### src/hw/cpu6502_consts.svh
`ifndef CPU6502_CONSTS_SVH
`define CPU6502_CONSTS_SVH

// Reset vector of the CPU
// Low byte at this address, high byte right after it
`define CPU_RESET_VECTOR 16'hFFFC

// Shared RAM geometry
// Only the low address bits decode, so the 64 KB space mirrors the array
`define RAM_ADDR_BITS 12
`define RAM_BYTES 4096

// Longest block that one DMA command can copy
// Also sets the width of the length field
`define DMA_MAX_LEN 255

`endif

### src/hw/bus_pkg.sv
`include "cpu6502_consts.svh"

package bus_pkg;

    typedef logic [15:0] addr_t;                            // CPU-visible address
    typedef logic [7:0]  byte_t;                            // One data byte
    typedef logic [$clog2(`DMA_MAX_LEN + 1) - 1:0] dma_len_t; // Copy length in bytes

    // Owner of the current bus slot
    typedef enum logic {
        BUS_CPU = 1'b0,                                     // Even slots
        BUS_DMA = 1'b1                                      // Odd slots
    } master_e;

    typedef struct packed {
        logic  rw;                                          // 1 = read, 0 = write
        addr_t addr;
        byte_t wdata;                                       // Ignored on reads
    } bus_req_t;

    // One access as the RAM saw it
    typedef struct packed {
        master_e master;
        logic    rw;
        addr_t   addr;
        byte_t   data;                                      // Read data or write data
    } bus_trace_t;

    typedef struct packed {
        addr_t    src;                                      // First source byte
        addr_t    dst;                                      // First destination byte
        dma_len_t len;                                      // Zero finishes at once
    } dma_cmd_t;

endpackage

### src/hw/cpu6502_pkg.sv
package cpu6502_pkg;

    // Top-level CPU sequencing
    typedef enum logic {
        ST_RESET_VECTOR = 1'b0,                             // Fetch PC from FFFC/FFFD
        ST_EXECUTE      = 1'b1                              // Fetch and run opcodes
    } cpu_state_e;

    // Implemented opcodes, 6502 encodings
    // Anything else runs as a single-byte NOP
    typedef enum logic [7:0] {
        OP_NOP     = 8'hEA,                                 // 1 byte
        OP_LDA_IMM = 8'hA9,                                 // 2 bytes
        OP_STA_ABS = 8'h8D,                                 // 3 bytes plus a write
        OP_JMP_ABS = 8'h4C                                  // 3 bytes
    } opcode_e;

    // Timing step inside an instruction
    // Counts CPU slots, not clocks
    typedef logic [2:0] tcu_t;

endpackage

### src/hw/cpu6502.sv
`timescale 1ns/1ns
`include "cpu6502_consts.svh"

module cpu6502
    import bus_pkg::*;
    import cpu6502_pkg::*;
(
    input  logic       i_clk,
    input  logic       i_reset_n,
    input  logic       i_slot,                  // CPU owns the bus this cycle
    input  byte_t      i_rd_data,               // Valid in our slot only

    output bus_req_t   o_req,                   // Read unless STA write step
    output addr_t      o_debug_pc,
    output byte_t      o_debug_ir,
    output byte_t      o_debug_a,
    output cpu_state_e o_debug_state
);

localparam tcu_t TCU_FETCH   = 3'd0;            // Opcode fetch
localparam tcu_t TCU_OPER_LO = 3'd1;            // Immediate or address low
localparam tcu_t TCU_OPER_HI = 3'd2;            // Address high
localparam tcu_t TCU_WRITE   = 3'd3;            // STA store cycle

cpu_state_e r_state;
tcu_t       r_tcu;                              // Step within instruction
addr_t      r_pc;                               // Program counter
byte_t      r_ir;                               // Instruction register
byte_t      r_a;                                // Accumulator
addr_t      r_oper;                             // Absolute operand latch
addr_t      vector_addr;                        // FFFC then FFFD

assign vector_addr = addr_t'(`CPU_RESET_VECTOR) + addr_t'(r_tcu);

// Sequencing, PC and IR
always_ff @(posedge i_clk)
begin
    if (!i_reset_n)
    begin
        r_state <= ST_RESET_VECTOR;
        r_tcu   <= TCU_FETCH;
        r_pc    <= '0;
        r_ir    <= OP_NOP;
    end
    else if (i_slot)                            // Steps advance on own slots only
    begin
        case (r_state)
            ST_RESET_VECTOR:
            begin
                if (r_tcu == TCU_FETCH)
                begin
                    r_pc[7:0] <= i_rd_data;     // Vector low byte
                    r_tcu     <= TCU_OPER_LO;
                end
                else
                begin
                    r_pc[15:8] <= i_rd_data;    // Vector high byte
                    r_state    <= ST_EXECUTE;
                    r_tcu      <= TCU_FETCH;
                end
            end

            ST_EXECUTE:
            begin
                case (r_tcu)
                    TCU_FETCH:
                    begin
                        r_ir <= i_rd_data;
                        r_pc <= r_pc + 16'd1;
                        case (i_rd_data)        // Decode straight off the bus
                            OP_LDA_IMM,
                            OP_STA_ABS,
                            OP_JMP_ABS: r_tcu <= TCU_OPER_LO;
                            default:    r_tcu <= TCU_FETCH;     // NOP and unknowns
                        endcase
                    end

                    TCU_OPER_LO:
                    begin
                        r_pc <= r_pc + 16'd1;
                        if (r_ir == OP_LDA_IMM)
                            r_tcu <= TCU_FETCH; // LDA done
                        else
                            r_tcu <= TCU_OPER_HI;
                    end

                    TCU_OPER_HI:
                    begin
                        if (r_ir == OP_JMP_ABS)
                        begin
                            r_pc  <= {i_rd_data, r_oper[7:0]};  // Jump target
                            r_tcu <= TCU_FETCH;
                        end
                        else
                        begin
                            r_pc  <= r_pc + 16'd1;
                            r_tcu <= TCU_WRITE;                 // STA store next
                        end
                    end

                    default:
                        r_tcu <= TCU_FETCH;     // After the STA write
                endcase
            end

            default:
                r_state <= ST_RESET_VECTOR;
        endcase
    end
end

// Accumulator and operand latch
always_ff @(posedge i_clk)
begin
    if (i_slot && r_state == ST_EXECUTE)
    begin
        if (r_tcu == TCU_OPER_LO)
        begin
            if (r_ir == OP_LDA_IMM)
                r_a <= i_rd_data;               // Immediate load
            else
                r_oper[7:0] <= i_rd_data;
        end
        else if (r_tcu == TCU_OPER_HI)
        begin
            r_oper[15:8] <= i_rd_data;
        end
    end
end

// Bus request for our next slot
always_comb
begin
    o_req.rw    = 1'b1;                         // Read by default
    o_req.addr  = r_pc;
    o_req.wdata = r_a;                          // Only STA stores
    if (r_state == ST_RESET_VECTOR)
    begin
        o_req.addr = vector_addr;
    end
    else if (r_tcu == TCU_WRITE)
    begin
        o_req.rw   = 1'b0;
        o_req.addr = r_oper;                    // STA destination
    end
end

assign o_debug_pc    = r_pc;
assign o_debug_ir    = r_ir;
assign o_debug_a     = r_a;
assign o_debug_state = r_state;

endmodule

### config.mk
export PLATFORM = sky130hd
export DESIGN_NAME = cpu6502
export DESIGN_NICKNAME = d
export VERILOG_FILES = /design/src/hw/bus_pkg.sv /design/src/hw/cpu6502_pkg.sv /design/src/hw/cpu6502.sv
export VERILOG_INCLUDE_DIRS = /design/src /design/src/hw
export SDC_FILE = /design/constraint.sdc
export NUM_CORES = 1
export LEC_CHECK = 0
export ABC_AREA = 1
export CORE_ASPECT_RATIO = 1.2
export CORE_UTILIZATION = 55
export DETAILED_ROUTE_END_ITERATION = 6
export DONT_BUFFER_PORTS = 1
export PLACE_DENSITY_LB_ADDON = 0.2
export SYNTH_ARGS = -nofsm -noshare
export SYNTH_HDL_FRONTEND = slang
export SYNTH_SLANG_ARGS = --single-unit
### constraint.sdc
create_clock -name i_clk -period 1.8 [get_ports i_clk]
set_input_delay 0.27 -clock i_clk [delete_from_list [all_inputs] [get_ports i_clk]]
set_output_delay 0.27 -clock i_clk [all_outputs]
set_load 0.1 [all_outputs]
==> flow_results.xml, run 1 <==
<?xml version="1.0" encoding="UTF-8"?>
<metrics>
  <group name="cts">
    <metric name="cts_tree" unit="">built</metric>
    <metric name="post_cts_hold_buffer_count" unit="">0</metric>
    <metric name="path_clk_slew" unit="ns">0.10</metric>
    <metric name="insertion_delay" unit="ns">0.31</metric>
    <metric name="clock_sink_count" unit="">51</metric>
    <metric name="tritoncts.num_buffers" unit="">5</metric>
    <metric name="clock_tree.root_cell" unit="">clkbuf_8</metric>
    <metric name="cts_buffer_depth" unit="">2</metric>
    <metric name="htree_num_levels" unit="">2</metric>
  </group>
  <group name="floorplan">
    <metric name="dieHeight" unit="µm">80.7</metric>
    <metric name="rows" unit="">28</metric>
    <metric name="die-area" unit="µm²">5450</metric>
    <metric name="die_w" unit="µm">67.5</metric>
    <metric name="io-pin-count" unit="">69</metric>
    <metric name="initial_utilization" unit="%">57.4</metric>
    <metric name="core-area" unit="µm²">4940</metric>
  </group>
  <group name="timing">
    <metric name="timing.clock.skew" unit="ns">0.00918</metric>
    <metric name="slew-limit-headroom" unit="%">61.8</metric>
    <metric name="slew_viol_final" unit="">0</metric>
    <metric name="timing.final.hold_violations" unit="">0</metric>
    <metric name="final-setup-viol-count" unit="">0</metric>
    <metric name="worst_setup_margin" unit="ns">0.00331</metric>
    <metric name="fmax" unit="MHz">557</metric>
    <metric name="tightest_slew" unit="ns">0.573</metric>
    <metric name="final.period_utilization" unit="%">99.8</metric>
    <metric name="min_period" unit="ns">1.80</metric>
    <metric name="grt_setup_unrepaired" unit="">true</metric>
  </group>
  <group name="global_route">
    <metric name="grt_use_total" unit="%">35.3</metric>
    <metric name="grt_start_max_net_pins" unit="">22</metric>
    <metric name="grt.overflow.total" unit="">0</metric>
    <metric name="grt_pass1_wl" unit="µm">13900</metric>
    <metric name="grt_pass1_vias" unit="">2734</metric>
    <metric name="antenna_violations_before_repair" unit="">0</metric>
  </group>
  <group name="power">
    <metric name="power_density" unit="nW/µm²">784</metric>
    <metric name="power.clock.fraction" unit="%">25.5</metric>
    <metric name="power_frac_comb" unit="%">32.0</metric>
    <metric name="peakVddDrop" unit="µV">534</metric>
    <metric name="p_int" unit="µW">1940</metric>
    <metric name="netSwitchingFraction" unit="%">37.9</metric>
    <metric name="switching_power" unit="µW">1180</metric>
    <metric name="p_leak" unit="µW">0.00162</metric>
    <metric name="power_frac_seq" unit="%">42.5</metric>
  </group>
  <group name="route">
    <metric name="highest_layer" unit="">met4</metric>
    <metric name="met3_wirelength" unit="µm">991</metric>
    <metric name="via_per_inst" unit="">6.06</metric>
    <metric name="routed_wire_length_per_instance" unit="µm">19.0</metric>
    <metric name="drc_errors" unit="">0</metric>
    <metric name="wl_met1" unit="µm">3150</metric>
    <metric name="drt_iter0_markers" unit="">351</metric>
    <metric name="wl_met2" unit="µm">4570</metric>
    <metric name="postRouteAntennaNets" unit="">0</metric>
    <metric name="routed_wl" unit="µm">9380</metric>
    <metric name="vias_after_detailed_routing" unit="">3001</metric>
    <metric name="first_pass_iteration_count_of_the_detailed_router" unit="">6</metric>
  </group>
  <group name="placed_design">
    <metric name="finalWeightedCongestion" unit="">0.988</metric>
    <metric name="hpwlAfterDp" unit="µm">6190</metric>
    <metric name="io_buffers" unit="">0</metric>
    <metric name="placedInstanceArea" unit="µm²">3800</metric>
    <metric name="place_ws" unit="ns">0.214</metric>
  </group>
  <group name="synth">
    <metric name="synthesis.instances" unit="">375</metric>
    <metric name="yosys_register_bits" unit="">51</metric>
    <metric name="synth_warnings" unit="">0</metric>
    <metric name="sequential_to_total_area_share_from_yosys_stat" unit="%">44.5</metric>
    <metric name="synthDistinctLibCells" unit="">29</metric>
    <metric name="synthesis.nets" unit="">387</metric>
    <metric name="yosys.area_share.adder" unit="%">0.441</metric>
    <metric name="synth_top_family_by_area" unit="">simple AND/OR/NAND/NOR gates</metric>
    <metric name="synth_area_in_compound_gates" unit="%">16.2</metric>
    <metric name="synth_mux_area_share" unit="%">0</metric>
    <metric name="synth-simple-area-share" unit="%">26.3</metric>
    <metric name="synthesis.area" unit="µm²">2840</metric>
    <metric name="post_synthesis_share_of_cell_area_spent_on_xor_and_xnor_gates" unit="%">1.24</metric>
    <metric name="synth_area_per_cell" unit="µm²">7.56</metric>
  </group>
  <group name="critical_path">
    <metric name="r2r_setup_slack" unit="ns">0.13</metric>
    <metric name="cp_slowest_stage_delay" unit="ns">0.38</metric>
    <metric name="cp.buffers_inverters" unit="">2</metric>
    <metric name="path_cells" unit="">buf_4 -&gt; nor2_1 -&gt; o22ai_4 -&gt; buf_12</metric>
    <metric name="cp_required" unit="ns">1.53</metric>
    <metric name="crit_fanout" unit="">4</metric>
    <metric name="crit_family" unit="">buffers and inverters</metric>
    <metric name="timing.critical_path.arrival" unit="ns">1.53</metric>
    <metric name="end_kind" unit="">output pin</metric>
    <metric name="worstSetupStartpointType" unit="">flip-flop</metric>
    <metric name="criticalPathCategory" unit="">flip-flop to output pin</metric>
    <metric name="cp_slowest_cell" unit="">dfxtp_2</metric>
  </group>
  <group name="cells_and_area">
    <metric name="n_antenna_cell" unit="">0</metric>
    <metric name="post_route_cell_area" unit="µm²">3980</metric>
    <metric name="drive_gt1_share" unit="%">29.4</metric>
    <metric name="layout_net_count" unit="">446</metric>
    <metric name="regArea" unit="µm²">1320</metric>
    <metric name="area_growth_syn_to_layout" unit="%">40.3</metric>
    <metric name="nFillCells" unit="">288</metric>
    <metric name="multi_input_comb_area" unit="µm²">1300</metric>
  </group>
  <group name="run_status">
    <metric name="result_of_the_run" unit="">completed</metric>
  </group>
  <group name="hold_path">
    <metric name="worst_hold_path_type" unit="">primary input to flip-flop</metric>
  </group>
  <group name="run">
    <metric name="max_cap_violations" unit="">0</metric>
  </group>
</metrics>
[timing repair]
action,in CTS,in global routing
gates resized for setup,3,5
cloned,1,0
setup buffers,0,7
pin swaps,2,3
setup endpoints to repair,12,15
[area by class of cell]
| class | count | area share [%] |
|---|---|---|
| Clock buffer | 5 | 1.73 |
| Clock inverter | 3 | 0.975 |
| Sequential cell | 51 | 33.2 |
| Inverter | 50 | 4.91 |
| Multi-Input combinational cell | 254 | 32.6 |
| Tap cell | 60 | 1.89 |
| Timing Repair Buffer | 72 | 24.7 |
[cell usage after synthesis]
cell	number	area share, %
inv_2	9	1.2
o211ai_1	19	5.0
buf_4	9	2.4
nor3_1	3	0.53
nand4_1	8	1.8
ha_1	1	0.44
xnor2_1	3	0.93
nand2_2	2	0.44
o21ai_1	8	1.4
clkbuf_1	4	0.53
nand3_1	30	5.3
clkinv_1	1	0.13
nand2_1	85	11
a21oi_1	36	6.4
o22ai_1	1	0.22
inv_1	40	5.3
edfxtp_1	24	25
nor2_1	31	4.1
buf_6	2	0.79
buf_2	4	0.71
xor2_1	1	0.31
nor2_2	3	0.66
nor3_4	1	0.57
nor2_8	1	0.71
buf_1	2	0.26
nand3_4	1	0.62
dfxtp_1	27	19
o21ai_0	18	3.2
nand2_4	1	0.40
[logic make-up after synthesis]
kind of cell               Yosys count
adders and majority gates            1
xor gates and xnor gates             4
buffers and inverters               71
DFF                                 51
AOI/OAI and AO/OA                   82
and+or+nand+nor                    166
[worst paths after layout]
check	startpoint	to	cells after the start
worst min-delay path	i_rd_data[4]	o_debug_a[4]	0
worst max register to register	r_tcu[0]	o_debug_pc[14]	9
worst min register to register	o_debug_pc[12]	o_debug_pc[12]	2
worst max-delay path	o_debug_pc[1]	o_req[9]	4
[worst reg2reg max path, delay by kind of cell (launching register included)]
kind | cells | cell delay, ns
and+or+nand+nor | 5 | 0.68
DFF | 1 | 0.39
AOI/OAI and AO/OA | 1 | 0.13
buffers and inverters | 3 | 0.41
[per-stage QoR]
stage	TNS (ns)	util [%]	power [µW]	instances	hold slack (ns)
floorplan	-9.03	-	2050	375	0.369
global placement	0	76.9	2300	479	0.369
detailed placement	0	76.9	2310	479	0.369
CTS	0	79.5	3080	488	0.0529
global route	-0.0658	80.5	3210	495	0.0399
finish	0	80.5	3120	495	0.0501
[placed cells by master (no fill, tap or decap), types with 2 or more instances in the layout]
| master | count |
|---|---|
| clkbuf_8 | 5 |
| edfxtp_1 | 24 |
| clkinv_1 | 2 |
| a21oi_1 | 36 |
| nor2_2 | 3 |
| nor2_1 | 31 |
| dfxtp_4 | 11 |
| nand4_1 | 8 |
| nand2_2 | 2 |
| xnor2_1 | 3 |
| nand2_1 | 85 |
| buf_16 | 12 |
| inv_2 | 8 |
| clkbuf_16 | 10 |
| o21ai_0 | 16 |
| o21ai_1 | 9 |
| buf_4 | 48 |
| inv_1 | 40 |
| nand3_1 | 30 |
| dfxtp_2 | 16 |
| nor3_1 | 2 |
| buf_12 | 2 |
| o211ai_1 | 19 |
[per-layer routing]
layer	vias to the layer above	track usage [%]
met1	1322	37.5
met3	79	10.8
li1	1359	-
met4	0	20.0
met5	-	0
met2	241	60.0
[power by group through the flow]
stage	Clock, µW	Combinational [µW]	Sequential (µW)
floorplan	0	430	1620
global placement	0	947	1350
detailed placement	0	958	1350
CTS	786	965	1330
global route	839	1040	1330
finish	794	999	1330
[registers in the layout, indices dropped and copies added, names as in the netlist]
name / count
o_debug_pc: 16
r_oper: 16
o_debug_a: 8
o_debug_ir: 8
r_tcu: 2
o_debug_state: 1
No activity file was read; power rests on OpenSTA's default activity.
==> run 2: changes to the inputs <==
--- a/config.mk
+++ b/config.mk
@@ -9,6 +9,7 @@
 export ABC_AREA = 1
 export CORE_ASPECT_RATIO = 1.2
 export CORE_UTILIZATION = 55
+export CTS_CLUSTER_DIAMETER = 30
 export DETAILED_ROUTE_END_ITERATION = 6
 export DONT_BUFFER_PORTS = 1
 export PLACE_DENSITY_LB_ADDON = 0.2
==> constraint.sdc (replaced) <==
create_clock -name i_clk -period 2.3 [get_ports i_clk]
set_input_delay 0.345 -clock i_clk [delete_from_list [all_inputs] [get_ports i_clk]]
set_output_delay 0.345 -clock i_clk [all_outputs]
set_load 0.1 [all_outputs]
==> run 2 against run 1 <==
Via count down 8.7%. Combinational power fell by 33%. Critical path depth is 1 higher. Clock-buffer cell count grew 2. Sequential cell count did not move. Utilization down 3.7 points. Final cell count decreased by 3.8%. Global-route usage down 3.0 points. Register-to-register slack better by 0.42 ns. Largest power group unchanged. Sequential power shrank 17%. Critical endpoint is now o_req[22].
==> flow_results.xml, run 2 (same netlist as run 1, synthesis figures left out) <==
<?xml version="1.0" encoding="UTF-8"?>
<metrics>
  <group name="global_route">
    <metric name="grt_pass1_vias" unit="">2533</metric>
    <metric name="grt_pass1_wl" unit="µm">12500</metric>
    <metric name="grt_use_total" unit="%">32.3</metric>
    <metric name="grt.overflow.total" unit="">0</metric>
    <metric name="grt_start_max_net_pins" unit="">33</metric>
    <metric name="antenna_violations_before_repair" unit="">0</metric>
  </group>
  <group name="route">
    <metric name="vias_after_detailed_routing" unit="">2740</metric>
    <metric name="via_per_inst" unit="">5.76</metric>
    <metric name="routed_wire_length_per_instance" unit="µm">17.5</metric>
    <metric name="routed_wl" unit="µm">8350</metric>
    <metric name="postRouteAntennaNets" unit="">0</metric>
    <metric name="drt_iter0_markers" unit="">216</metric>
    <metric name="first_pass_iteration_count_of_the_detailed_router" unit="">5</metric>
    <metric name="drc_errors" unit="">0</metric>
  </group>
  <group name="floorplan">
    <metric name="die-area" unit="µm²">5450</metric>
    <metric name="core-area" unit="µm²">4940</metric>
    <metric name="initial_utilization" unit="%">57.4</metric>
    <metric name="die_w" unit="µm">67.5</metric>
    <metric name="dieHeight" unit="µm">80.7</metric>
    <metric name="io-pin-count" unit="">69</metric>
    <metric name="rows" unit="">28</metric>
  </group>
  <group name="cts">
    <metric name="tritoncts.num_buffers" unit="">5</metric>
    <metric name="clock_tree.root_cell" unit="">clkbuf_8</metric>
    <metric name="cts_buffer_depth" unit="">2</metric>
    <metric name="path_clk_slew" unit="ns">0.09</metric>
    <metric name="cts_tree" unit="">built</metric>
    <metric name="insertion_delay" unit="ns">0.30</metric>
    <metric name="post_cts_hold_buffer_count" unit="">0</metric>
    <metric name="setup_bufs_post_cts" unit="">0</metric>
    <metric name="clock_sink_count" unit="">51</metric>
    <metric name="htree_num_levels" unit="">2</metric>
  </group>
  <group name="critical_path">
    <metric name="reg2reg_depth" unit="">8</metric>
    <metric name="criticalPathCategory" unit="">flip-flop to output pin</metric>
    <metric name="cp_required" unit="ns">1.96</metric>
    <metric name="end_kind" unit="">output pin</metric>
    <metric name="crit_fanout" unit="">18</metric>
    <metric name="timing.critical_path.arrival" unit="ns">1.65</metric>
    <metric name="worstSetupStartpointType" unit="">flip-flop</metric>
  </group>
  <group name="power">
    <metric name="p_total" unit="µW">2380</metric>
    <metric name="power_frac_seq" unit="%">46.3</metric>
    <metric name="power_density" unit="nW/µm²">628</metric>
    <metric name="power_frac_comb" unit="%">28.0</metric>
    <metric name="power.clock.fraction" unit="%">25.8</metric>
    <metric name="switching_power" unit="µW">886</metric>
    <metric name="netSwitchingFraction" unit="%">37.2</metric>
    <metric name="p_int" unit="µW">1490</metric>
    <metric name="p_leak" unit="µW">0.00151</metric>
    <metric name="peakVddDrop" unit="µV">469</metric>
  </group>
  <group name="timing">
    <metric name="timing.final.hold_violations" unit="">0</metric>
    <metric name="final-setup-viol-count" unit="">0</metric>
    <metric name="timing.clock.skew" unit="ns">0.00858</metric>
    <metric name="final.period_utilization" unit="%">86.8</metric>
    <metric name="fmax" unit="MHz">501</metric>
    <metric name="worst_setup_margin" unit="ns">0.303</metric>
    <metric name="slew_viol_final" unit="">0</metric>
    <metric name="slew-limit-headroom" unit="%">60.9</metric>
    <metric name="tightest_slew" unit="ns">0.585</metric>
    <metric name="min_period" unit="ns">2.00</metric>
    <metric name="grt_setup_unrepaired" unit="">false</metric>
  </group>
  <group name="run">
    <metric name="max_cap_violations" unit="">0</metric>
  </group>
  <group name="cells_and_area">
    <metric name="final_cell_mix" unit="">85 x nand2_1, 40 x inv_1, 36 x a21oi_1</metric>
    <metric name="drive_gt1_share" unit="%">21.9</metric>
    <metric name="layout_commonest_cell" unit="">nand2_1</metric>
    <metric name="post_route_cell_area" unit="µm²">3790</metric>
    <metric name="layout_net_count" unit="">427</metric>
    <metric name="area_growth_syn_to_layout" unit="%">33.8</metric>
    <metric name="n_antenna_cell" unit="">0</metric>
    <metric name="nFillCells" unit="">343</metric>
  </group>
  <group name="placed_design">
    <metric name="hpwlAfterDp" unit="µm">6070</metric>
    <metric name="placedInstanceArea" unit="µm²">3680</metric>
    <metric name="io_buffers" unit="">0</metric>
    <metric name="finalWeightedCongestion" unit="">0.937</metric>
    <metric name="place_ws" unit="ns">0.429</metric>
  </group>
  <group name="run_status">
    <metric name="result_of_the_run" unit="">completed</metric>
  </group>
  <group name="hold_path">
    <metric name="worst_hold_path_type" unit="">primary input to flip-flop</metric>
    <metric name="holdPathStages" unit="">0</metric>
  </group>
</metrics>
-- run 2: critical path: stages (launching register included) --
cell,delay (ns)
dfxtp_2,0.51
nand2_8,0.15
inv_4,0.20
nand2_1,0.08
o211ai_1,0.15
clkbuf_16,0.26
-- run 2: worst paths after layout --
kind / from / to / slack [ns]
setup / recovery: r_tcu[0] / o_req[22] / 0.30
hold reg to reg: o_debug_ir[7] / o_debug_ir[7] / 0.55
hold / removal: i_rd_data[0] / r_oper[8] / 0.13
setup reg to reg: o_debug_pc[1] / o_debug_pc[14] / 0.55
-- run 2: power by group through the flow --
stage                     Combinational (µW)  Sequential [µW]  Clock [µW]
after floorplan                          335             1260           0
after CTS                                664             1100         613
after detailed placement                 662             1120           0
after global routing                     699             1110         642
after global placement                   654             1120           0
final                                    665             1100         613
-- run 2: repair_timing --
action                                  in CTS  in global routing
hold endpoints to repair                     0                  0
gates resized for setup                      0                  1
endpoints found under the setup margin       0                  6
-- run 2: metrics by stage --
stage / hold slack (ns) / TNS [ns] / util (%) / std cells
floorplan: 0.444 / -2.91 / - / 375
global placement: 0.444 / 0 / 74.6 / 468
finish: 0.130 / 0 / 76.8 / 476
global route: 0.117 / 0 / 76.8 / 476
CTS: 0.130 / 0 / 76.7 / 476
detailed placement: 0.444 / 0 / 74.6 / 468
-- run 2: area by class of cell --
class                      instances  area (µm²)  area share, %
clock inverter                     1        30.0          0.792
clock buffer                       7        76.3           2.01
timing repair buffer              54         846           22.3
sequential                        51        1290           34.1
inverter                          50         190           5.01
multi-input combinational        253        1280           33.8
tap                               60        75.1           1.98
-- run 2: metal layers --
layer / up-vias / GRT usage [%] / wire length [µm]
li1: 1325 / - / -
met1: 1270 / 35.8 / 3120
met2: 124 / 55.5 / 4300
met3: 21 / 8.52 / 645
met4: 0 / 15.3 / 280
met5: - / 0 / 0
==> run 3: changes to the inputs <==
--- a/config.mk
+++ b/config.mk
@@ -8,11 +8,12 @@
 export LEC_CHECK = 0
 export ABC_AREA = 1
 export CORE_ASPECT_RATIO = 1.2
-export CORE_UTILIZATION = 55
+export CORE_UTILIZATION = 68
 export CTS_CLUSTER_DIAMETER = 30
 export DETAILED_ROUTE_END_ITERATION = 6
 export DONT_BUFFER_PORTS = 1
 export PLACE_DENSITY_LB_ADDON = 0.2
+export REMOVE_ABC_BUFFERS = 1
 export SYNTH_ARGS = -nofsm -noshare
 export SYNTH_HDL_FRONTEND = slang
 export SYNTH_SLANG_ARGS = --single-unit
==> run 3 against run 2 <==
The flow now stops in global routing (5_1_grt). Synthesized area unchanged. Synthesized cell count is the same.
==> flow_results.xml, run 3 <==
<?xml version="1.0" encoding="UTF-8"?>
<metrics>
  <group name="cts">
    <metric name="htree_num_levels" unit="">2</metric>
    <metric name="cts_buffer_depth" unit="">2</metric>
    <metric name="tritoncts.num_buffers" unit="">5</metric>
    <metric name="clock_sink_count" unit="">51</metric>
    <metric name="setup_bufs_post_cts" unit="">0</metric>
    <metric name="clock_tree.root_cell" unit="">clkbuf_8</metric>
  </group>
  <group name="synth">
    <metric name="synth_most_common_cell" unit="">nand2_1</metric>
    <metric name="yosys.area.top_type" unit="">edfxtp_1</metric>
    <metric name="synthesis.instances" unit="">375</metric>
    <metric name="ys_async_sr_fraction" unit="%">0</metric>
    <metric name="sequential_to_total_area_share_from_yosys_stat" unit="%">44.5</metric>
    <metric name="synthDistinctLibCells" unit="">29</metric>
    <metric name="synthesis.area" unit="µm²">2840</metric>
    <metric name="synth_area_per_cell" unit="µm²">7.56</metric>
    <metric name="post-synth-top-area-fraction" unit="%">25.4</metric>
    <metric name="synth_top_cells_by_count" unit="">85 x nand2_1, 40 x inv_1, 36 x a21oi_1</metric>
    <metric name="synth_enable_flop_cells" unit="">24</metric>
    <metric name="synth_flop_cell" unit="">dfxtp_1</metric>
    <metric name="yosys_register_bits" unit="">51</metric>
    <metric name="top_cells_by_area_in_the_synthesized_netlist" unit="">edfxtp_1 25%, dfxtp_1 19%, nand2_1 11%</metric>
    <metric name="synth_warnings" unit="">0</metric>
  </group>
  <group name="global_route">
    <metric name="grt_pass1_vias" unit="">3912</metric>
    <metric name="grt_use_total" unit="%">72.1</metric>
    <metric name="grt_start_max_net_pins" unit="">20</metric>
    <metric name="grt.overflow.total" unit="">1</metric>
    <metric name="grt_pass1_wl" unit="µm">22700</metric>
  </group>
  <group name="run_status">
    <metric name="error_that_ended_the_run" unit="">[ERROR GRT-0116] Global routing finished with congestion. Check the congestion regions in the DRC Viewer.</metric>
    <metric name="result_of_the_run" unit="">stopped before the end</metric>
    <metric name="stop_stage" unit="">global routing (5_1_grt)</metric>
  </group>
  <group name="floorplan">
    <metric name="die_w" unit="µm">60.9</metric>
    <metric name="io-pin-count" unit="">69</metric>
    <metric name="initial_utilization" unit="%">71.4</metric>
    <metric name="dieHeight" unit="µm">72.7</metric>
    <metric name="rows" unit="">25</metric>
  </group>
  <group name="placed_design">
    <metric name="placedCellCount" unit="">470</metric>
    <metric name="finalWeightedCongestion" unit="">0.973</metric>
    <metric name="io_buffers" unit="">0</metric>
    <metric name="hpwlAfterDp" unit="µm">7840</metric>
  </group>
</metrics>
==> run 3: cell counts after synthesis <==
Identical to the previous run, type by type.
==> run 3: cells by family after synthesis <==
| logic type | after synthesis | share of synthesized area (%) |
|---|---|---|
| xor gates and xnor gates | 4 | 1.24 |
| and+or+nand+nor | 166 | 26.3 |
| adders and majority gates | 1 | 0.441 |
| DFF | 51 | 44.5 |
| AOI/OAI and AO/OA | 82 | 16.2 |
| buffers and inverters | 71 | 11.3 |
==> run 3: what timing repair did <==
item,CTS
hold endpoints to repair,0
setup endpoints to repair,10
resized for setup,2
hold buffers,0
==> run 3: layer usage <==
layer	global-route usage, %	overflow
met1	78.3	0
met2	87.8	1
met3	53.4	0
met4	65.7	0
met5	6.49	0
==> run 3: stage by stage <==
| stage | util, % | setup WS (ns) | hold slack [ns] | instance area (µm²) |
|---|---|---|---|---|
| after CTS | 95.7 | 0.0500 | 0.118 | 3800 |
| after detailed placement | 92.8 | 0.206 | 0.444 | 3680 |
| after floorplan | - | -1.30 | 0.443 | 2700 |
| after global placement | 92.8 | 0.426 | 0.444 | 3680 |
==> run 4: changes to the inputs <==
--- a/config.mk
+++ b/config.mk
@@ -7,12 +7,10 @@
 export NUM_CORES = 1
 export LEC_CHECK = 0
 export ABC_AREA = 1
-export CORE_ASPECT_RATIO = 1.2
-export CORE_UTILIZATION = 68
-export CTS_CLUSTER_DIAMETER = 30
+export CORE_UTILIZATION = 40
 export DETAILED_ROUTE_END_ITERATION = 6
 export DONT_BUFFER_PORTS = 1
-export PLACE_DENSITY_LB_ADDON = 0.2
+export PLACE_DENSITY_LB_ADDON = 0.15
 export REMOVE_ABC_BUFFERS = 1
 export SYNTH_ARGS = -nofsm -noshare
 export SYNTH_HDL_FRONTEND = slang
==> run 4 against run 3 <==
The run now ends clean.
==> flow_results.xml, run 4 (same netlist as run 1, synthesis figures left out) <==
<?xml version="1.0" encoding="UTF-8"?>
<metrics>
  <group name="critical_path">
    <metric name="end_kind" unit="">output pin</metric>
    <metric name="cp_required" unit="ns">1.96</metric>
    <metric name="criticalPathCategory" unit="">flip-flop to output pin</metric>
    <metric name="path_cells" unit="">nand2_4 -&gt; inv_2 -&gt; nand2_1 -&gt; o211ai_1 -&gt; buf_16</metric>
    <metric name="crit_family" unit="">buffers and inverters</metric>
    <metric name="crit_fanout" unit="">18</metric>
    <metric name="cp_slowest_cell" unit="">dfxtp_2</metric>
    <metric name="timing.critical_path.arrival" unit="ns">1.76</metric>
    <metric name="timing_startpoint_of_the_critical_path" unit="">r_tcu[0]</metric>
    <metric name="worstSetupStartpointType" unit="">flip-flop</metric>
    <metric name="cp.buffers_inverters" unit="">2</metric>
    <metric name="cp_slowest_stage_delay" unit="ns">0.48</metric>
    <metric name="rr_startpoint" unit="">o_debug_state</metric>
  </group>
  <group name="cts">
    <metric name="tritoncts.num_buffers" unit="">5</metric>
    <metric name="insertion_delay" unit="ns">0.30</metric>
    <metric name="path_clk_slew" unit="ns">0.09</metric>
    <metric name="cts-resized-gates" unit="">0</metric>
    <metric name="clock_tree.root_cell" unit="">clkbuf_8</metric>
    <metric name="cts_tree" unit="">built</metric>
    <metric name="setup_bufs_post_cts" unit="">0</metric>
    <metric name="post_cts_hold_buffer_count" unit="">0</metric>
    <metric name="htree_num_levels" unit="">2</metric>
    <metric name="cts_buffer_depth" unit="">2</metric>
    <metric name="clock_sink_count" unit="">51</metric>
  </group>
  <group name="power">
    <metric name="p_total" unit="µW">2280</metric>
    <metric name="netSwitchingFraction" unit="%">38.6</metric>
    <metric name="power_frac_comb" unit="%">32.6</metric>
    <metric name="switching_power" unit="µW">878</metric>
    <metric name="power_frac_seq" unit="%">45.6</metric>
    <metric name="peakVddDrop" unit="µV">379</metric>
    <metric name="p_leak" unit="µW">0.00155</metric>
    <metric name="power_density" unit="nW/µm²">592</metric>
    <metric name="p_int" unit="µW">1400</metric>
    <metric name="power.clock.fraction" unit="%">21.7</metric>
  </group>
  <group name="floorplan">
    <metric name="dieHeight" unit="µm">86.2</metric>
    <metric name="io-pin-count" unit="">69</metric>
    <metric name="die-area" unit="µm²">7430</metric>
    <metric name="rows" unit="">30</metric>
    <metric name="initial_utilization" unit="%">41.5</metric>
    <metric name="core-area" unit="µm²">6830</metric>
    <metric name="die_w" unit="µm">86.2</metric>
  </group>
  <group name="cells_and_area">
    <metric name="n_antenna_cell" unit="">0</metric>
    <metric name="finalCoreUtilization" unit="%">56.3</metric>
    <metric name="drive_gt1_share" unit="%">21.4</metric>
    <metric name="layout_net_count" unit="">436</metric>
    <metric name="layout_commonest_cell" unit="">nand2_1</metric>
    <metric name="nFillCells" unit="">649</metric>
    <metric name="area_growth_syn_to_layout" unit="%">35.6</metric>
    <metric name="final_cell_mix" unit="">85 x nand2_1, 40 x inv_1, 39 x buf_4</metric>
  </group>
  <group name="hold_path">
    <metric name="min_from" unit="">i_rd_data[5]</metric>
    <metric name="worst_hold_path_type" unit="">primary input to flip-flop</metric>
  </group>
  <group name="timing">
    <metric name="fmax" unit="MHz">475</metric>
    <metric name="min_period" unit="ns">2.11</metric>
    <metric name="tightest_slew" unit="ns">0.547</metric>
    <metric name="final.period_utilization" unit="%">91.6</metric>
    <metric name="grt_setup_unrepaired" unit="">false</metric>
    <metric name="final-setup-viol-count" unit="">0</metric>
    <metric name="timing.clock.skew" unit="ns">0.00753</metric>
    <metric name="slew-limit-headroom" unit="%">63.5</metric>
    <metric name="timing.final.hold_violations" unit="">0</metric>
    <metric name="slew_viol_final" unit="">0</metric>
  </group>
  <group name="route">
    <metric name="via_per_inst" unit="">5.25</metric>
    <metric name="routed_wire_length_per_instance" unit="µm">14.8</metric>
    <metric name="vias_after_detailed_routing" unit="">2735</metric>
    <metric name="first_pass_iteration_count_of_the_detailed_router" unit="">4</metric>
    <metric name="postRouteAntennaNets" unit="">0</metric>
    <metric name="drc_errors" unit="">0</metric>
    <metric name="drt_iter0_markers" unit="">161</metric>
    <metric name="routed_wl" unit="µm">7710</metric>
  </group>
  <group name="run">
    <metric name="max_cap_violations" unit="">0</metric>
  </group>
  <group name="global_route">
    <metric name="grt_pass1_wl" unit="µm">12400</metric>
    <metric name="antenna_violations_before_repair" unit="">0</metric>
    <metric name="grt_start_max_net_pins" unit="">21</metric>
    <metric name="grt.overflow.total" unit="">0</metric>
    <metric name="grt_pass1_vias" unit="">2469</metric>
    <metric name="grt_use_total" unit="%">22.0</metric>
  </group>
  <group name="run_status">
    <metric name="result_of_the_run" unit="">completed</metric>
  </group>
  <group name="placed_design">
    <metric name="hpwlAfterDp" unit="µm">5710</metric>
    <metric name="finalWeightedCongestion" unit="">0.922</metric>
    <metric name="io_buffers" unit="">0</metric>
  </group>
</metrics>
[run 4: per-stage QoR]
| step | cells | setup TNS [ns] | hold slack [ns] | instance area (µm²) | worst slack, ns |
|---|---|---|---|---|---|
| 2_1_floorplan | 354 | -29.35 | 0.443 | 2700 | -1.30 |
| 3_3_place_gp | 513 | 0 | 0.444 | 3760 | 0.402 |
| 6_report | 521 | 0 | 0.130 | 3840 | 0.194 |
| 4_1_cts | 521 | 0 | 0.124 | 3840 | 0.0139 |
| 5_1_grt | 521 | 0 | 0.111 | 3840 | 0.0578 |
| 3_5_place_dp | 513 | 0 | 0.444 | 3760 | 0.350 |
[run 4: layout make-up]
cell class	instances	area (µm²)	area share, %
Clock buffer	6	72.6	1.89
Inverter	50	188	4.88
Multi-Input combinational cell	253	1260	32.9
Clock inverter	2	8.76	0.228
Sequential cell	51	1260	32.9
Tap cell	96	120	3.12
Timing Repair Buffer	63	928	24.1
[run 4: path summary, 6_finish.rpt]
check                           slack (ns)  depth (start not counted)        endpoint
worst max-delay path                  0.19                          5       o_req[22]
worst min-delay path                  0.13                          0    o_debug_a[5]
worst max register to register        0.54                          9  o_debug_pc[10]
worst min register to register        0.53                          2  o_debug_pc[14]
[run 4: routing by layer]
layer  GRT usage (%)  wire length [µm]
met5               0                 0
met2            35.7              3670
met4            7.27               161
met3            5.33               566
met1            28.8              3320
[run 4: power by group through the flow]
| stage | Sequential [µW] | Combinational, µW | Clock (µW) |
|---|---|---|---|
| 2_1_floorplan | 1270 | 302 | 0 |
| 3_3_place_gp | 1060 | 738 | 0 |
| 3_5_place_dp | 1060 | 742 | 0 |
| 4_1_cts | 1040 | 743 | 506 |
| 5_1_grt | 1050 | 780 | 548 |
| 6_report | 1040 | 743 | 495 |
